[config.mk]
export PLATFORM = sky130hd
export DESIGN_NAME = ahb_decoder
export DESIGN_NICKNAME = d
export VERILOG_FILES = /design/src/ahb_subsys_pkg.sv /design/src/ahb_decoder.sv
export SDC_FILE = /design/constraint.sdc
export NUM_CORES = 1
export LEC_CHECK = 0
export BUFFER_PORTS_ARGS = -buffer_cell sky130_fd_sc_hd__buf_2
export CORE_MARGIN = 2
export CORE_UTILIZATION = 24
export CTS_BUF_LIST = sky130_fd_sc_hd__clkbuf_16
export CTS_CLUSTER_SIZE = 25
export DETAILED_ROUTE_END_ITERATION = 12
export GPL_TIMING_DRIVEN = 1
export PLACE_DENSITY_LB_ADDON = 0.25
export SLEW_MARGIN = 25
export SYNTH_ARGS = -nofsm -noshare
export SYNTH_HDL_FRONTEND = slang
export SYNTH_SLANG_ARGS = --single-unit
[constraint.sdc]
create_clock -name hclk_i -period 3.45 [get_ports hclk_i]
set_clock_uncertainty 0.05 [all_clocks]
set_input_delay 0.1725 -clock hclk_i [delete_from_list [all_inputs] [get_ports hclk_i]]
set_output_delay 0.1725 -clock hclk_i [all_outputs]
set_load 0.03 [all_outputs]
[src/ahb_subsys_pkg.sv]
////////////////////////////////////////
// Bus types, memory map, timer register
// offsets and decoder states
////////////////////////////////////////

package ahb_subsys_pkg;

   ////////////////////////////////////////
   // Bus types
   ////////////////////////////////////////

   // Byte address on the bus
   typedef logic [31:0] haddr_t;

   // Read and write data, one 32-bit word
   typedef logic [31:0] hdata_t;

   // Transfer size code
   typedef logic [2:0] hsize_t;

   // Transfer type code
   typedef logic [1:0] htrans_t;

   // Word index into the SRAM
   typedef logic [8:0] sram_idx_t;

   ////////////////////////////////////////
   // Transfer encodings
   ////////////////////////////////////////

   // BUSY is never issued by the single master
   localparam htrans_t HTRANS_IDLE   = 2'b00;
   localparam htrans_t HTRANS_NONSEQ = 2'b10;
   localparam htrans_t HTRANS_SEQ    = 2'b11;

   localparam hsize_t HSIZE_BYTE = 3'd0;
   localparam hsize_t HSIZE_HALF = 3'd1;
   localparam hsize_t HSIZE_WORD = 3'd2;

   ////////////////////////////////////////
   // Memory map
   ////////////////////////////////////////

   // Number of 32-bit SRAM words
   localparam int SRAM_DEPTH = 512;

   // Slave 0, SRAM in the low 512 MB region
   localparam haddr_t SRAM_BASE = 32'h0000_0000;
   localparam haddr_t SRAM_MASK = 32'hE000_0000;

   // Slave 1, timer in a 64-byte window
   localparam haddr_t TIMER_BASE = 32'h4000_0400;
   localparam haddr_t TIMER_MASK = 32'hFFFF_FFC0;

   // Timer register byte offsets inside its window
   localparam logic [5:0] TIMER_CTRL_OFS = 6'h00;
   localparam logic [5:0] TIMER_CMP_OFS  = 6'h04;
   localparam logic [5:0] TIMER_CNT_OFS  = 6'h08;
   localparam logic [5:0] TIMER_STAT_OFS = 6'h0C;

   ////////////////////////////////////////
   // Decoder response states
   ////////////////////////////////////////

   // Normal OKAY data phase, or one of the two ERROR cycles
   typedef enum logic [1:0] {
      DEC_OKAY,
      DEC_ERR_FIRST,
      DEC_ERR_SECOND
   } dec_state_e;

endpackage
[src/ahb_decoder.sv]
////////////////////////////////////////
// Address decoder, response mux and
// default ERROR slave
////////////////////////////////////////

`timescale 1ns/1ps

module ahb_decoder (
   input  logic                    hclk_i,
   input  logic                    arst_n_i,
   input  ahb_subsys_pkg::haddr_t  haddr_i,
   input  ahb_subsys_pkg::htrans_t htrans_i,
   input  ahb_subsys_pkg::hdata_t  sram_rdata_i,
   input  ahb_subsys_pkg::hdata_t  timer_rdata_i,
   output logic                    sel_sram_o,
   output logic                    sel_timer_o,
   output ahb_subsys_pkg::hdata_t  hrdata_o,
   output logic                    hready_o,
   output logic                    hresp_o
);

   import ahb_subsys_pkg::*;

   // Address phase qualifiers
   logic       trans_active;
   logic       hit_sram;
   logic       hit_timer;
   logic       accept;
   logic       unmapped;

   // Data phase ownership
   logic       own_sram_q;
   logic       own_timer_q;

   // Response FSM
   dec_state_e state_q;
   dec_state_e state_d;

   ////////////////////////////////////////
   // Address phase
   ////////////////////////////////////////

   // Only NONSEQ and SEQ carry a transfer
   assign trans_active = (htrans_i == HTRANS_NONSEQ) || (htrans_i == HTRANS_SEQ);

   // Mask/base match per slave
   assign hit_sram  = (haddr_i & SRAM_MASK) == SRAM_BASE;
   assign hit_timer = (haddr_i & TIMER_MASK) == TIMER_BASE;

   // Transfer taken on this edge
   assign accept = trans_active && hready_o;

   // SRAM wins if the windows ever overlap
   assign sel_sram_o  = accept && hit_sram;
   assign sel_timer_o = accept && hit_timer && !hit_sram;
   assign unmapped    = accept && !hit_sram && !hit_timer;

   ////////////////////////////////////////
   // Response FSM
   ////////////////////////////////////////

   always_comb begin
      state_d = state_q;
      case (state_q)
         DEC_ERR_FIRST: begin
            // Second ERROR cycle always follows
            state_d = DEC_ERR_SECOND;
         end
         default: begin
            // OKAY and second ERROR cycle both accept a new transfer
            state_d = unmapped ? DEC_ERR_FIRST : DEC_OKAY;
         end
      endcase
   end

   // Bus stalls only in the first ERROR cycle
   assign hready_o = (state_q != DEC_ERR_FIRST);
   assign hresp_o  = (state_q != DEC_OKAY);

   always_ff @(posedge hclk_i or negedge arst_n_i) begin
      if (!arst_n_i) begin
         state_q     <= DEC_OKAY;
         own_sram_q  <= 1'b0;
         own_timer_q <= 1'b0;
      end else begin
         state_q <= state_d;
         // Owner of the next data phase
         if (hready_o) begin
            own_sram_q  <= sel_sram_o;
            own_timer_q <= sel_timer_o;
         end
      end
   end

   // Read data mux, zero for idle and ERROR data phases
   always_comb begin
      hrdata_o = '0;
      if (own_sram_q) begin
         hrdata_o = sram_rdata_i;
      end else if (own_timer_q) begin
         hrdata_o = timer_rdata_i;
      end
   end

endmodule

==> flow_metrics.py <==
metrics = {
    "status": {
        "status": "completed",
    },
    "power": {
        "vdd_drop_max_mv": 0.167,
        "seq_power_share_pct": 15.1,
        "p_clk_share_pct": 51.6,
        "p_sw_mw": 0.0884,
        "power.density_nw_per_um2": 262,
        "p_comb_share_pct": 33.4,
        "leakagePower_nw": 0.811,
        "swShare_pct": 25.7,
        "internal-power_mw": 0.255,
    },
    "layout": {
        "multiInputGateArea_um2": 440,
        "ff_latch_area_um2": 100,
        "antenna_cells": 0,
        "areaGrowthSynthToFinish_pct": 132,
        "final_nets": 295,
        "drive_above_1_share_pct": 72.0,
        "fillers": 198,
    },
    "global_routing": {
        "grt_use_total_pct": 17.5,
        "grt_max_degree": 35,
        "globalRouteOverflowTotal": 0,
        "antenna_found_initial": 0,
        "grt_pass1_wl_mm": 3.67,
        "grt_pass1_vias": 957,
    },
    "hold_path": {
        "hold_depth": 3,
        "min_path_type": "in2reg",
    },
    "clocking": {
        "clock-root-buffer": "clkbuf_16",
        "clk_pin_slew_ns": 0.03,
        "cts_max_level": 1,
        "post_cts_buffers": 0,
        "clock-sinks": 4,
        "cts_tree": "yes",
        "cts_buffer_depth": 2,
        "cts_hold_buf": 1,
        "ctsResizeCount": 0,
        "cts_buffers": 3,
        "clk_latency_ns": 0.22,
    },
    "drt": {
        "detail_route.wl_per_cell_um": 12.0,
        "top_layer": "met4",
        "vias": 1069,
        "firstDrtPassIters": 4,
        "drt-total-wl_mm": 2.65,
        "wl_met3_um": 288,
        "drtIter0Drc": 8,
        "met1_length_um": 955,
        "route.met2.wl_mm": 1.37,
        "drc_errors": 0,
        "viasPerCell": 4.84,
        "ant_nets": 0,
    },
    "yosys": {
        "syn_avg_cell_area_um2": 8.46,
        "synth-seq-area-share_pct": 17.7,
        "async_flop_share_pct": 100,
        "synth_fp_nets": 167,
        "ys_ff_latch": 4,
        "yosysTopAreaCellShare_pct": 47.9,
        "ys.flop_type": "dfrtp_1",
        "synth_cell_type_count": 21,
        "synthCells": 67,
        "synthTopCellsByArea": "a22o_1 (48%), dfrtp_1 (18%), nor4_2 (4.4%)",
        "synth_top_area_cell": "a22o_1",
        "yosys-top-cells-count": "a22o_1 (31), clkbuf_1 (4), dfrtp_1 (4), nand2_1 (4), buf_2 (3)",
        "synth_edf_count": 0,
        "mappedNetlistArea_um2": 567,
        "yosysMostFrequentCell": "a22o_1",
        "synth_warnings": 0,
    },
    "setup_path": {
        "max_stage_delay_ns": 0.58,
        "cp_max_fo": 31,
        "crit_required_ns": 3.23,
        "critPathArrivalTime_ns": 1.59,
        "critPathLaunchType": "flop",
        "r2r_setup_slack_ns": 2.39,
        "path_cells": "nor2b_4, a22o_1, buf_2",
        "cp-end-kind": "output port",
        "setup.worst_path.class": "reg2out",
        "crit_path_top_delay_cell": "nor2b_4",
        "r2r_cells": 5,
    },
    "placement": {
        "dp_hpwl_mm": 2.26,
        "port_buffers": 128,
        "pre_cts_slack_ns": 1.50,
        "gp_congestion": 0.704,
    },
    "timing": {
        "fin_ws_ns": 1.64,
        "rsz0062_at_grt": "false",
        "fmax_mhz": 551,
        "slew_headroom_pct": 56.8,
        "period_needed_ns": 1.81,
        "worst_hold_slack_ns": 0.199,
        "fin_setup_tns_ns": 0,
        "hold_viol_final": 0,
        "fin_crit_sh_pct": 52.6,
        "slew_viol_final": 0,
        "finalSetupViolCount": 0,
        "tightest_slew_ns": 0.646,
    },
    "floorplanning": {
        "dieWidth_um": 52.6,
        "start_util_pct": 25.6,
        "die_area_um2": 2770,
        "core_area_um2": 2210,
        "pin_count": 136,
        "rows": 17,
        "fp.dieH_um": 52.6,
    },
    "job": {
        "drv_cap": 0,
    },
}
-- path summary, 6_finish.rpt --
check                       startpoint      endpoint
min reg2reg                 state_q[1]    state_q[1]
max in group asynchronous     arst_n_i    state_q[1]
max reg2reg                 state_q[1]    own_sram_q
min                        htrans_i[1]    state_q[0]
max                        own_timer_q  hrdata_o[14]
min in group asynchronous     arst_n_i    state_q[0]
-- worst max-delay path: cells and delay by family (launching register included) --
family | cells | cell delay, ns
AND/OR/NAND/NOR | 1 | 0.58
flip-flops | 1 | 0.36
AO/OA/AOI/OAI | 1 | 0.23
buffers and inverters | 1 | 0.20
-- cells by family (layout without fill, tap and decap cells) --
family          count (synthesis)  after routing  synth area share (%)
flops                           4              4                  17.7
compound gates                 34             34                  51.0
simple gates                   21             21                  25.4
buf+inv                         8            134                  5.96
-- routing by layer --
| metal | global-route usage [%] | vias to the layer above |
|---|---|---|
| met5 | 0 | - |
| met4 | 7.26 | 0 |
| met3 | 2.29 | 4 |
| met2 | 36.3 | 80 |
| met1 | 16.6 | 456 |
| li1 | - | 529 |
-- power by group through the flow --
stage                     clock (mW)  combinational (mW)  sequential, mW
after global placement             0               0.112          0.0518
after detailed placement           0               0.114          0.0521
final                          0.177               0.115          0.0517
after global routing           0.186               0.124          0.0522
after CTS                      0.181               0.115          0.0516
after floorplan                    0              0.0484          0.0515
-- metrics by stage --
| stage | power (mW) | area, um2 | instances | utilization (%) |
|---|---|---|---|---|
| floorplan | 0.0999 | 567 | 67 | - |
| finish | 0.344 | 1310 | 221 | 59.3 |
| global route | 0.362 | 1310 | 221 | 59.3 |
| global placement | 0.164 | 1220 | 217 | 55.3 |
| CTS | 0.348 | 1310 | 221 | 59.1 |
| detailed placement | 0.166 | 1220 | 217 | 55.3 |
-- cell type report --
cell class              count  area share (%)
clock buffers               3            5.72
well taps                  28            2.67
multi-input cells          55            33.6
flip-flops and latches      4            7.63
repair buffers            130            50.1
inverters                   1           0.286
-- state kept, by name (all words and copies together) (netlist names) --
register and count:
state_q 2, own_sram_q 1, own_timer_q 1
-- cell usage in the layout, fill, tap and decap left out, drive strengths merged, types with 2 or more instances in the layout --
master	instances
nor2	2
clkbuf	3
o21ai	2
dfrtp	4
nor2b	3
nor4	4
nand2	4
a22o	31
buf	129
Note: power is estimated with default switching activity, not from simulation.
