--- config.mk ---
export PLATFORM = sky130hd
export DESIGN_NAME = ahb_timer_slave
export DESIGN_NICKNAME = d
export VERILOG_FILES = /design/src/ahb_subsys_pkg.sv /design/src/ahb_timer_slave.sv
export SDC_FILE = /design/constraint.sdc
export NUM_CORES = 1
export LEC_CHECK = 0
export ABC_CLOCK_PERIOD_IN_PS = 2650
export BUFFER_PORTS_ARGS = -buffer_cell sky130_fd_sc_hd__buf_2
export CAP_MARGIN = 10
export CORE_MARGIN = 3
export CORE_UTILIZATION = 30
export CTS_BUF_LIST = sky130_fd_sc_hd__clkbuf_4
export CTS_CLUSTER_SIZE = 12
export DETAILED_ROUTE_END_ITERATION = 16
export SLEW_MARGIN = 10
export SYNTH_ARGS = -nofsm -noshare
export SYNTH_HDL_FRONTEND = slang
export SYNTH_SLANG_ARGS = --single-unit
--- constraint.sdc ---
create_clock -name hclk_i -period 2.65 [get_ports hclk_i]
set_clock_uncertainty 0.2 [all_clocks]
set_input_delay 0 -clock hclk_i [delete_from_list [all_inputs] [get_ports hclk_i]]
set_output_delay 0 -clock hclk_i [all_outputs]
set_load 0.05 [all_outputs]
--- src/ahb_subsys_pkg.sv ---
////////////////////////////////////////
// Bus types, memory map, timer register
// offsets and decoder states
////////////////////////////////////////

package ahb_subsys_pkg;

   ////////////////////////////////////////
   // Bus types
   ////////////////////////////////////////

   // Byte address on the bus
   typedef logic [31:0] haddr_t;

   // Read and write data, one 32-bit word
   typedef logic [31:0] hdata_t;

   // Transfer size code
   typedef logic [2:0] hsize_t;

   // Transfer type code
   typedef logic [1:0] htrans_t;

   // Word index into the SRAM
   typedef logic [8:0] sram_idx_t;

   ////////////////////////////////////////
   // Transfer encodings
   ////////////////////////////////////////

   // BUSY is never issued by the single master
   localparam htrans_t HTRANS_IDLE   = 2'b00;
   localparam htrans_t HTRANS_NONSEQ = 2'b10;
   localparam htrans_t HTRANS_SEQ    = 2'b11;

   localparam hsize_t HSIZE_BYTE = 3'd0;
   localparam hsize_t HSIZE_HALF = 3'd1;
   localparam hsize_t HSIZE_WORD = 3'd2;

   ////////////////////////////////////////
   // Memory map
   ////////////////////////////////////////

   // Number of 32-bit SRAM words
   localparam int SRAM_DEPTH = 512;

   // Slave 0, SRAM in the low 512 MB region
   localparam haddr_t SRAM_BASE = 32'h0000_0000;
   localparam haddr_t SRAM_MASK = 32'hE000_0000;

   // Slave 1, timer in a 64-byte window
   localparam haddr_t TIMER_BASE = 32'h4000_0400;
   localparam haddr_t TIMER_MASK = 32'hFFFF_FFC0;

   // Timer register byte offsets inside its window
   localparam logic [5:0] TIMER_CTRL_OFS = 6'h00;
   localparam logic [5:0] TIMER_CMP_OFS  = 6'h04;
   localparam logic [5:0] TIMER_CNT_OFS  = 6'h08;
   localparam logic [5:0] TIMER_STAT_OFS = 6'h0C;

   ////////////////////////////////////////
   // Decoder response states
   ////////////////////////////////////////

   // Normal OKAY data phase, or one of the two ERROR cycles
   typedef enum logic [1:0] {
      DEC_OKAY,
      DEC_ERR_FIRST,
      DEC_ERR_SECOND
   } dec_state_e;

endpackage
--- src/ahb_timer_slave.sv ---
////////////////////////////////////////
// Compare-match timer slave with
// pending flag and interrupt
////////////////////////////////////////

`timescale 1ns/1ps

module ahb_timer_slave (
   input  logic                   hclk_i,
   input  logic                   arst_n_i,
   input  logic                   sel_i,
   input  logic                   hwrite_i,
   input  ahb_subsys_pkg::haddr_t haddr_i,
   input  ahb_subsys_pkg::hdata_t hwdata_i,
   output ahb_subsys_pkg::hdata_t hrdata_o,
   output logic                   irq_o
);

   import ahb_subsys_pkg::*;

   // Data phase of the transfer in flight
   logic       dp_wr_q;
   logic [5:0] dp_ofs_q;

   // Register write strobes
   logic       wr_ctrl;
   logic       wr_cmp;
   logic       wr_cnt;
   logic       wr_stat;

   // Timer registers
   // ctrl_q[0] count enable, ctrl_q[1] irq enable
   logic [1:0] ctrl_q;
   hdata_t     cmp_q;
   hdata_t     cnt_q;
   logic       stat_q;

   // Counting and at compare value
   logic       match;

   ////////////////////////////////////////
   // Bus side
   ////////////////////////////////////////

   always_ff @(posedge hclk_i or negedge arst_n_i) begin
      if (!arst_n_i) begin
         dp_wr_q <= 1'b0;
      end else begin
         dp_wr_q <= sel_i && hwrite_i;
      end
   end

   // Register offset inside the timer window
   always_ff @(posedge hclk_i) begin
      if (sel_i) begin
         dp_ofs_q <= haddr_i[5:0];
      end
   end

   // Word-wide writes decoded in the data phase
   assign wr_ctrl = dp_wr_q && (dp_ofs_q == TIMER_CTRL_OFS);
   assign wr_cmp  = dp_wr_q && (dp_ofs_q == TIMER_CMP_OFS);
   assign wr_cnt  = dp_wr_q && (dp_ofs_q == TIMER_CNT_OFS);
   assign wr_stat = dp_wr_q && (dp_ofs_q == TIMER_STAT_OFS);

   // Read mux, holes in the window read zero
   always_comb begin
      hrdata_o = '0;
      case (dp_ofs_q)
         TIMER_CTRL_OFS: hrdata_o[1:0] = ctrl_q;
         TIMER_CMP_OFS:  hrdata_o = cmp_q;
         TIMER_CNT_OFS:  hrdata_o = cnt_q;
         TIMER_STAT_OFS: hrdata_o[0] = stat_q;
         default:        hrdata_o = '0;
      endcase
   end

   ////////////////////////////////////////
   // Counter
   ////////////////////////////////////////

   assign match = ctrl_q[0] && (cnt_q == cmp_q);

   always_ff @(posedge hclk_i or negedge arst_n_i) begin
      if (!arst_n_i) begin
         ctrl_q <= 2'b00;
         cmp_q  <= '0;
      end else begin
         if (wr_ctrl) begin
            ctrl_q <= hwdata_i[1:0];
         end
         if (wr_cmp) begin
            cmp_q <= hwdata_i;
         end
      end
   end

   // Bus load beats the count step
   always_ff @(posedge hclk_i or negedge arst_n_i) begin
      if (!arst_n_i) begin
         cnt_q <= '0;
      end else if (wr_cnt) begin
         cnt_q <= hwdata_i;
      end else if (match) begin
         cnt_q <= '0;
      end else if (ctrl_q[0]) begin
         cnt_q <= cnt_q + 1'b1;
      end
   end

   // Pending flag, a new match wins over write-one-to-clear
   always_ff @(posedge hclk_i or negedge arst_n_i) begin
      if (!arst_n_i) begin
         stat_q <= 1'b0;
      end else if (match) begin
         stat_q <= 1'b1;
      end else if (wr_stat && hwdata_i[0]) begin
         stat_q <= 1'b0;
      end
   end

   // Interrupt gated by enable
   assign irq_o = stat_q && ctrl_q[1];

endmodule

==> metrics.txt, run 1 <==
Post-Syn Instances ~440; Critical Path AT around 2.4 ns; number of CTS-inserted buffers 9; slowest CP cell or4_4; Hold WC Path Type in2reg; die area between 0.015 and 0.02 mm^2; flop2flop setup slack 0.15 ns; Die Span Y ~130 um; Hold Violations, Final 0; total chip power ~3.2 mW; antenna violations before repair 0; RSZ-0062 raised after global routing yes; leak pwr ~2.5 nW; WL final 14,000 um; dpl ws 0.198 ns; Starting Density 31.3%; post-synthesis compound-gate area fraction between 10% and 20%; YS warnings 0; FMAX 0.390 GHz; crit end category primary output; Die X 128 um; Post-DP HPWL approximately 10000 um; Synth Net Count just over 500; Rows 43; DRC Markers 0; peak supply drop about 0.3 mV; vias post-DR 3,998; fin crit share between 90% and 100%; vias in the first global route a little over 4,000; area delta synth->final 36.4%; most frequent cell on the critical path buf_12; I/O pins roughly 100; critical path cell sequence or4_4, nor3_4, buf_12, buf_12, a22o_1, buf_6; worst rel slew slack approximately three fifths; post-route ant nets 0; GRT Residual Overflow 0; prevailing post-synth register cell dfrtp_1; Critical Path Max Stage Delay approximately 0.57 ns; WL per Instance 18.6 um; # setup viols final 0; clock slew at reported path FFs 0.12 ns; worst-path fanout max 15; Critical Path RT ~2.5 ns; number of synthesized flops with an enable pin 6; multiplexer area fraction after synthesis a little under a tenth; worst setup path category reg2out; final number of max-transition violations 0; CTS tree done; post-synthesis cell area approximately 0.0044 mm^2; max cap viols 0; sequential area share after synthesis approximately 42%; first-pass GRT wire length 22,100 um; Longest Clk Path Bufs 2; Core Region around 0.014 mm^2; drt first pass iters 4; DRT iter0 DRCs roughly 250; syn_area_per_cell 10.2 um^2; diode count 0; Setup WS post-layout between 0.08 and 0.09 ns; asr flop ratio synth 91.9%; startpoint types register; Via density 5.31; routability cong. 0.912; Total Routing Usage GR about 17%; Clock Latency Late Sink roughly 0.46 ns; fin crit period 2.56 ns; Post-Synth Simple-Gate Area approximately a fifth; number of synthesized register bits 74; root buffer cell clkbuf_4; PD cells around 530 mW/mm^2; largest family of logic cells by synthesized area simple AND/OR/NAND/NOR gates; Post-Synth XOR/XNOR Area about 9.7%; port buffer count between 70 and 80; clk sinks between 70 and 80; adder-cell share of the synthesized area less than 1%; htree depth 3; nets@finish 637; largest net degree at the start of global routing 31; Least-Margin Pin Slew ~0.62 ns; synth unique cells 53; status finished clean; share of layout cells above drive strength 1 just over 30%
## cell type report
type	instances	area, um^2
clock buffer	9	67.6
clock inverter	7	93.8
fill	1391	8140
inverter	3	11.3
multi-input combinational	326	2450
sequential	74	1880
tap	180	225
timing repair buffer	154	1330
## cells in the final DEF (no fill, tap or decap), drive strengths merged, types with 4 or more instances in the layout
master	Yosys	layout
buf	18	109
dfrtp	68	68
dlygate4sd3	0	44
mux2	34	34
nand2	33	33
xor2	33	33
a22o	30	30
nor2	23	23
nand4	22	22
o31ai	21	21
nand3	17	17
xnor2	16	16
and3	15	15
a21oi	13	13
nor4	13	13
clkbuf	14	10
or4	9	9
nor3	7	7
edfxtp	6	6
a211o	5	5
and2	4	4
or3	4	4
clkinv	0	4
## critical path: cells and delay by family, from the launching register on
kind | cells | cell delay [ns]
simple gates | 2 | 0.79
buf+inv | 3 | 0.48
flops | 1 | 0.42
compound gates | 1 | 0.21
## sequential cells by signal (all words and copies together) (netlist names)
register and cells:
cnt_q 32, dp_ofs_q 6, ctrl_q 2, dp_wr_q 1, cmp_q 32, stat_q 1
## stage by stage
step           utilization (%)  setup TNS, ns  instance area, um^2  std cells  hold WS (ns)
5_1_grt                   42.7         -0.478                 6060        753       0.00650
3_5_place_dp              36.3              0                 5160        690        -0.129
3_3_place_gp              36.3              0                 5160        690        -0.131
4_1_cts                   40.7              0                 5790        750       0.00481
6_report                  42.7              0                 6060        753        0.0543
2_1_floorplan                -              0                 4440        435        -0.496
## worst paths after layout
kind | end | startpoint | cells past startpoint
setup / recovery | hrdata_o[13] | dp_ofs_q[1]$_DFFE_PP_ | 6
hold / removal | dp_ofs_q[0]$_DFFE_PP_ | haddr_i[0] | 2
setup reg to reg | cnt_q[30]$_DFFE_PN0P_ | cnt_q[9]$_DFFE_PN0P_ | 6
hold reg to reg | ctrl_q[1]$_DFFE_PN0P_ | ctrl_q[1]$_DFFE_PN0P_ | 1
max in group asynchronous | cmp_q[5]$_DFFE_PN0P_ | arst_n_i | 4
min in group asynchronous | cmp_q[22]$_DFFE_PN0P_ | arst_n_i | 4
## Yosys cell counts, types with 6 or more instances
cell,instances,area [um^2]
xnor2_1,16,140
o31ai_1,21,158
nand3_1,16,80.1
nand4_1,22,138
a22o_1,30,263
and3_1,13,81.3
nor4_1,11,68.8
buf_2,13,65.1
xor2_1,33,289
mux2_2,32,360
edfxtp_1,6,180
dfrtp_1,68,1700
nand2_1,33,124
clkbuf_1,13,48.8
a21oi_1,13,65.1
or4_1,9,67.6
nor2_1,23,86.3
## routing by layer
metal  routed length [um]  GRT usage, %  part of all wire (%)  vias to the layer above
met5                    0             0                     0                        -
met4                  138          4.12                  0.99                        0
met3                  876          5.42                   6.3                        9
met2                 6530          27.3                    47                      114
met1                 6450          23.5                    46                     1966
li1                     -             -                     -                     1909
## timing repair
action	4_1_cts	5_1_grt
hold endpoints to repair	148	1
buffers inserted	0	1
setup endpoints to repair	30	39
hold buffers	44	1
gates cloned	0	1
pin swaps	0	8
gates resized for setup	5	91
## cells by family (layout without fill, tap and decap cells)
group           after synthesis  after routing
compound gates               82             82
xor+xnor                     49             49
fa+ha+maj                     1              1
buf+inv                      35            173
flops                        74             74
mux                          36             36
simple gates                158            158
## report_power, final
part / internal [mW] / switching [mW]
clock: 0.380 / 0.431
sequential: 1.31 / 0.192
combinational: 0.431 / 0.492
Note: power is estimated with default switching activity, not from simulation.
==> inputs of run 2 (changes only) <==
Settings changed: CORE_MARGIN 3 to 5, SETUP_SLACK_MARGIN from default to 0.15.
==> run 2 against run 1 <==
Global-route usage decreased by 1.2 points. Largest cell class unchanged. Cell count increased by 0.53%. Count of clock-buffer cells in the layout increased by 4. Sequential share of layout area decreased by 0.30 points.
==> metrics.txt, run 2 (synthesized netlist as in run 1, its figures left out) <==
status finished clean; Hold Violations, Final 0; Longest Clk Path Bufs 2; DRT iter0 DRCs between 200 and 250; Starting Density 30.6%; startpoint types register; clock slew at reported path FFs about 0.12 ns; final number of max-transition violations 0; post-route ant nets 0; first-pass GRT wire length 22,300 um; post-layout util between 40 and 50%; leak pwr between 2 and 3 nW; met2 GRT Util 25.4%; Least-Margin Pin Slew ~0.54 ns; WL per Instance approximately 19 um; Setup TNS 0 ns; number of CTS-inserted buffers 9; PD cells between 400 and 500 mW/mm^2; Die X approximately 130 um; Via density ~5.3; vias in the first global route 4,201; commonest cells after routing, fill and taps aside 67 x dfrtp_1, 45 x dlygate4sd3_1, 44 x buf_2, 33 x xor2_1; biggest regs cmp_q x32, cnt_q x32, dp_ofs_q x6; Pint 1.97 mW; worst-path fanout max 6; nets@finish about 640; crit end category primary output; routability cong. 0.980; port buffer count 74; GRT Residual Overflow 0; Area after DPL between 0.005 and 0.006 mm^2; FMAX approximately 0.40 GHz; critical path cell sequence or4_4, nor3_4, buf_6, clkbuf_16, a22o_1, buf_6; Clock Latency Late Sink roughly 0.46 ns; slowest CP cell or4_4; commonest non-fill, non-tap cell in the layout dfrtp_1; vias post-DR 4,021; RSZ-0062 raised after global routing yes; Top Usage Layer GRT met2; max cap viols 0; fin crit share 93.8%; Top Family by Delay on Critical Path simple AND/OR/NAND/NOR gates; switching pwr 1.08 mW; sequential share of power 49.5%; Total Routing Usage GR between 15 and 20%; largest net degree at the start of global routing 41; final instance area 0.00612 mm^2; WL final 14,200 um; Clk network pwr share ~20%; worst rel slew slack a little under two thirds; antenna violations before repair 0; GR Util met1 21.3%; clk sinks 74; Critical Path Max Stage Delay between 0.5 and 0.6 ns; fin crit period 2.49 ns; area delta synth->final 37.7%; logic gate share of total power a little under a third; count of buffer and inverter cells on the critical path 3; met3 GRT Util under 10%; htree depth 3; die area approximately 0.017 mm^2; # setup viols final 0; drt first pass iters 4; root buffer cell clkbuf_4; DRC Markers 0; peak supply drop around 0.3 mV; most frequent cell on the critical path buf_6; Die Span Y between 100 and 150 um; I/O pins ~100; Core Region around 0.015 mm^2; Rows 44; Critical Path AT about 2.3 ns; Critical Path RT ~2.5 ns; diode count 0; fillers 1,444; worst setup path category reg2out; CTS tree done; Post-DP HPWL 10,200 um; sw frac about 35%; share of layout cells above drive strength 1 around a third; Hold WC Path Type in2reg
run 2: cell count changes in the layout (fill, tap and decap cells not counted), sizes merged:
cell,change
clkinv,-3
clkinvlp,-1
dlygate4sd3,+1
clkbuf,+5
bufinv,-2
run 2: cell type report:
class | instances | area [um^2] | share of cell area (%)
clock buffer | 13 | 97.6 | 1.60
clock inverter | 1 | 5.00 | 0.0818
inverter | 3 | 11.3 | 0.184
multi-input combinational | 326 | 2490 | 40.7
sequential | 74 | 1880 | 30.8
tap | 184 | 230 | 3.76
timing repair buffer | 156 | 1400 | 22.9
run 2: power by group through the flow:
stage / sequential (mW) / clock, mW / combinational (mW)
floorplan: 1.47 / 0 / 0.555
global placement: 1.51 / 0 / 0.812
detailed placement: 1.52 / 0 / 0.821
CTS: 1.50 / 0.648 / 0.900
global route: 1.54 / 0.691 / 1.00
finish: 1.51 / 0.617 / 0.925
run 2: repair_timing:
action | in CTS | in global routing
cloned | 1 | 2
pin swaps | 5 | 20
buffers inserted | 1 | 1
endpoints found under the setup margin | 30 | 44
hold endpoints to repair | 148 | 0
resized for setup | 68 | 17
hold buffers | 46 | 0
run 2: routing by layer:
layer | vias to the layer above | wire [um]
li1 | 1909 | -
met3 | 25 | 843
met4 | 0 | 371
met5 | - | 0
met2 | 123 | 6690
met1 | 1964 | 6310
run 2: metrics by stage:
stage,power (mW),cells,hold slack [ns],setup slack [ns]
after global routing,3.23,757,0.0305,0.0845
after CTS,3.05,754,0.000351,0.0880
final,3.05,757,0.0559,0.164
after detailed placement,2.34,692,-0.103,0.193
after global placement,2.32,692,-0.114,0.240
after floorplan,2.02,435,-0.496,0.477
run 2: final timing paths:
check	slack [ns]	depth (start not counted)	to	start
max in group asynchronous	1.59	4	cnt_q[14]$_DFFE_PN0P_	arst_n_i
setup / recovery	0.16	6	hrdata_o[3]	dp_ofs_q[4]$_DFFE_PP_
hold reg to reg	0.35	1	ctrl_q[1]$_DFFE_PN0P_	ctrl_q[1]$_DFFE_PN0P_
setup reg to reg	0.23	6	cnt_q[20]$_DFFE_PN0P_	cnt_q[8]$_DFFE_PN0P_
min in group asynchronous	0.40	4	cnt_q[31]$_DFFE_PN0P_	arst_n_i
hold / removal	0.06	2	dp_ofs_q[4]$_DFFE_PP_	haddr_i[4]
==> inputs of run 3 (changes only) <==
Settings changed: ABC_CLOCK_PERIOD_IN_PS 2650 to 2500.
Clock period 2.65 ns to 2.5 ns, I/O delays scaled along.
==> run 3 against run 2 <==
Sequential share of layout area down 1.2 points. Die area did not move. First-iteration DRC count is 8.0% higher. Count of clock-buffer cells in the layout fell by 3. Cell count grew 2.9%. Worst setup slack lost 0.13 ns. Register-to-register slack got worse by 0.08 ns. Critical path depth stayed put. Highest routed layer unchanged.
==> metrics.txt, run 3 (synthesized netlist as in run 1, its figures left out) <==
Critical Path Max Stage Delay roughly 0.57 ns; met2 GRT Util between 20% and 30%; DRC Markers 0; sw frac between 30% and 40%; WL final 14,400 um; slowest CP cell or4_4; peak supply drop 0.278 mV; startpoint types register; Longest Clk Path Bufs 2; root buffer cell clkbuf_4; # setup viols final 0; commonest non-fill, non-tap cell in the layout dfrtp_1; antenna violations before repair 0; largest net degree at the start of global routing around 40; Least-Margin Pin Slew 0.560 ns; reg2reg path depth 5; Clk network pwr share a little under a quarter; fin crit share a little under 100%; max cap viols 0; Top Family by Delay on Critical Path simple AND/OR/NAND/NOR gates; GRT Residual Overflow 0; most frequent cell on the critical path buf_6; Top Usage Layer GRT met2; critical path cell sequence or4_4, nor3_4, buf_6, buf_8, a22o_1, buf_6; sequential share of power roughly 44%; Clock Latency Late Sink 0.46 ns; logic gate share of total power roughly a third; die area 0.0173 mm^2; nets@finish 659; final number of max-transition violations 0; crit end category primary output; post-layout util between 40% and 50%; htree depth 3; Critical Path AT roughly 2.3 ns; Die Span Y roughly 130 um; PD cells between 500 and 600 mW/mm^2; Hold Path Depth 2; FMAX a little over 0.4 GHz; Hold Violations, Final 0; fin crit period roughly 2.5 ns; status finished clean; worst-path fanout max 9; CTS tree done; vias in the first global route around 4,300; Total Routing Usage GR between 15 and 20%; clock slew at reported path FFs approximately 0.12 ns; share of layout cells above drive strength 1 approximately 37%; port buffer count 74; area delta synth->final 43.6%; Post-DP HPWL between 10,000 and 15,000 um; clk sinks 74; drt first pass iters 5; worst setup path category reg2out; biggest regs cmp_q x32, cnt_q x32, dp_ofs_q x6; first-pass GRT wire length 22,900 um; Starting Density 30.6%; Pint approximately 2.3 mW; post-route ant nets 0; Hold WC Path Type in2reg; leak pwr 2.65 nW; Rows 44; vias post-DR a little over 4,000; RSZ-0062 raised after global routing yes; Critical Path RT 2.30 ns; diode count 0; WHS 0.0469 ns; Via density ~5.3; met3 GRT Util about 3.8%; DRT iter0 DRCs ~240; WL per Instance 18.4 um; Die X 132 um; number of CTS-inserted buffers 9; critical path depth in cells 6; switching pwr roughly 1.2 mW; commonest cells after routing, fill and taps aside 62 x dfrtp_1, 47 x buf_4, 44 x buf_2, 43 x dlygate4sd3_1, 35 x buf_6; routability cong. around 0.95; I/O pins 101; GR Util met1 a little over a fifth; worst rel slew slack 62.7%; Core Region 0.0145 mm^2; count of buffer and inverter cells on the critical path 3
run 3: changes by cell type in the layout (fill, tap and decap cells not counted), moves of 3 or more:
| cell | previous run | this run |
|---|---|---|
| or4_1 | 7 | 4 |
| dfrtp_1 | 67 | 62 |
| buf_6 | 32 | 35 |
| or4_4 | 2 | 5 |
| clkbuf_4 | 13 | 10 |
| buf_4 | 27 | 47 |
| dfrtp_2 | 1 | 6 |
| a21oi_1 | 12 | 9 |
run 3: cell type report:
class                           instances  area, um^2
Fill cell                            1432        8150
Multi-Input combinational cell        326        2560
Sequential cell                        74        1890
Timing Repair Buffer                  176        1530
Tap cell                              184         230
Clock inverter                          6        81.3
Clock buffer                           10        75.1
Inverter                                3        11.3
run 3: path summary, 6_finish.rpt:
| check | endpoint | from | slack (ns) |
|---|---|---|---|
| setup / recovery | hrdata_o[20] | dp_ofs_q[1]$_DFFE_PP_ | 0.03 |
| hold reg to reg | ctrl_q[1]$_DFFE_PN0P_ | ctrl_q[1]$_DFFE_PN0P_ | 0.36 |
| min in group asynchronous | cnt_q[22]$_DFFE_PN0P_ | arst_n_i | 0.40 |
| setup reg to reg | cnt_q[12]$_DFFE_PN0P_ | cmp_q[25]$_DFFE_PN0P_ | 0.15 |
| hold / removal | dp_ofs_q[2]$_DFFE_PP_ | haddr_i[2] | 0.05 |
| max in group asynchronous | cnt_q[10]$_DFFE_PN0P_ | arst_n_i | 1.43 |
run 3: metal layers:
| layer | up-vias | wire [um] |
|---|---|---|
| met2 | 109 | 6770 |
| met4 | 0 | 279 |
| met1 | 2042 | 6490 |
| li1 | 1951 | - |
| met5 | - | 0 |
| met3 | 21 | 816 |
run 3: worst register-to-register path: stages, from the launching register on:
cell and delay [ns]:
dfrtp_1 0.43, xnor2_1 0.34, and4b_1 0.28, nand4_1 0.21
or4_4 0.62, nor3b_1 0.17
run 3: timing repair:
| item | CTS | global route |
|---|---|---|
| hold buffers | 44 | 0 |
| endpoints found under the hold margin | 148 | 0 |
| pin swaps | 13 | 22 |
| gates cloned | 1 | 0 |
| setup endpoints to repair | 40 | 55 |
| buffers inserted | 4 | 8 |
| resized for setup | 79 | 28 |
run 3: stage by stage:
step | setup TNS [ns] | std cells | setup WS [ns] | area, um^2 | power (mW)
6_report | 0 | 779 | 0.0311 | 6380 | 3.56
5_1_grt | -2.26 | 779 | -0.0999 | 6380 | 3.74
4_1_cts | -0.770 | 771 | -0.0575 | 6200 | 3.53
3_5_place_dp | 0 | 706 | 0.0784 | 5270 | 2.56
3_3_place_gp | 0 | 706 | 0.114 | 5270 | 2.54
2_1_floorplan | 0 | 435 | 0.327 | 4440 | 2.14
run 3: power by group through the flow:
stage,Clock (mW),Sequential (mW),Combinational [mW]
finish,0.849,1.57,1.14
global route,0.922,1.59,1.23
CTS,0.882,1.56,1.09
detailed placement,0,1.58,0.984
global placement,0,1.57,0.971
floorplan,0,1.56,0.588
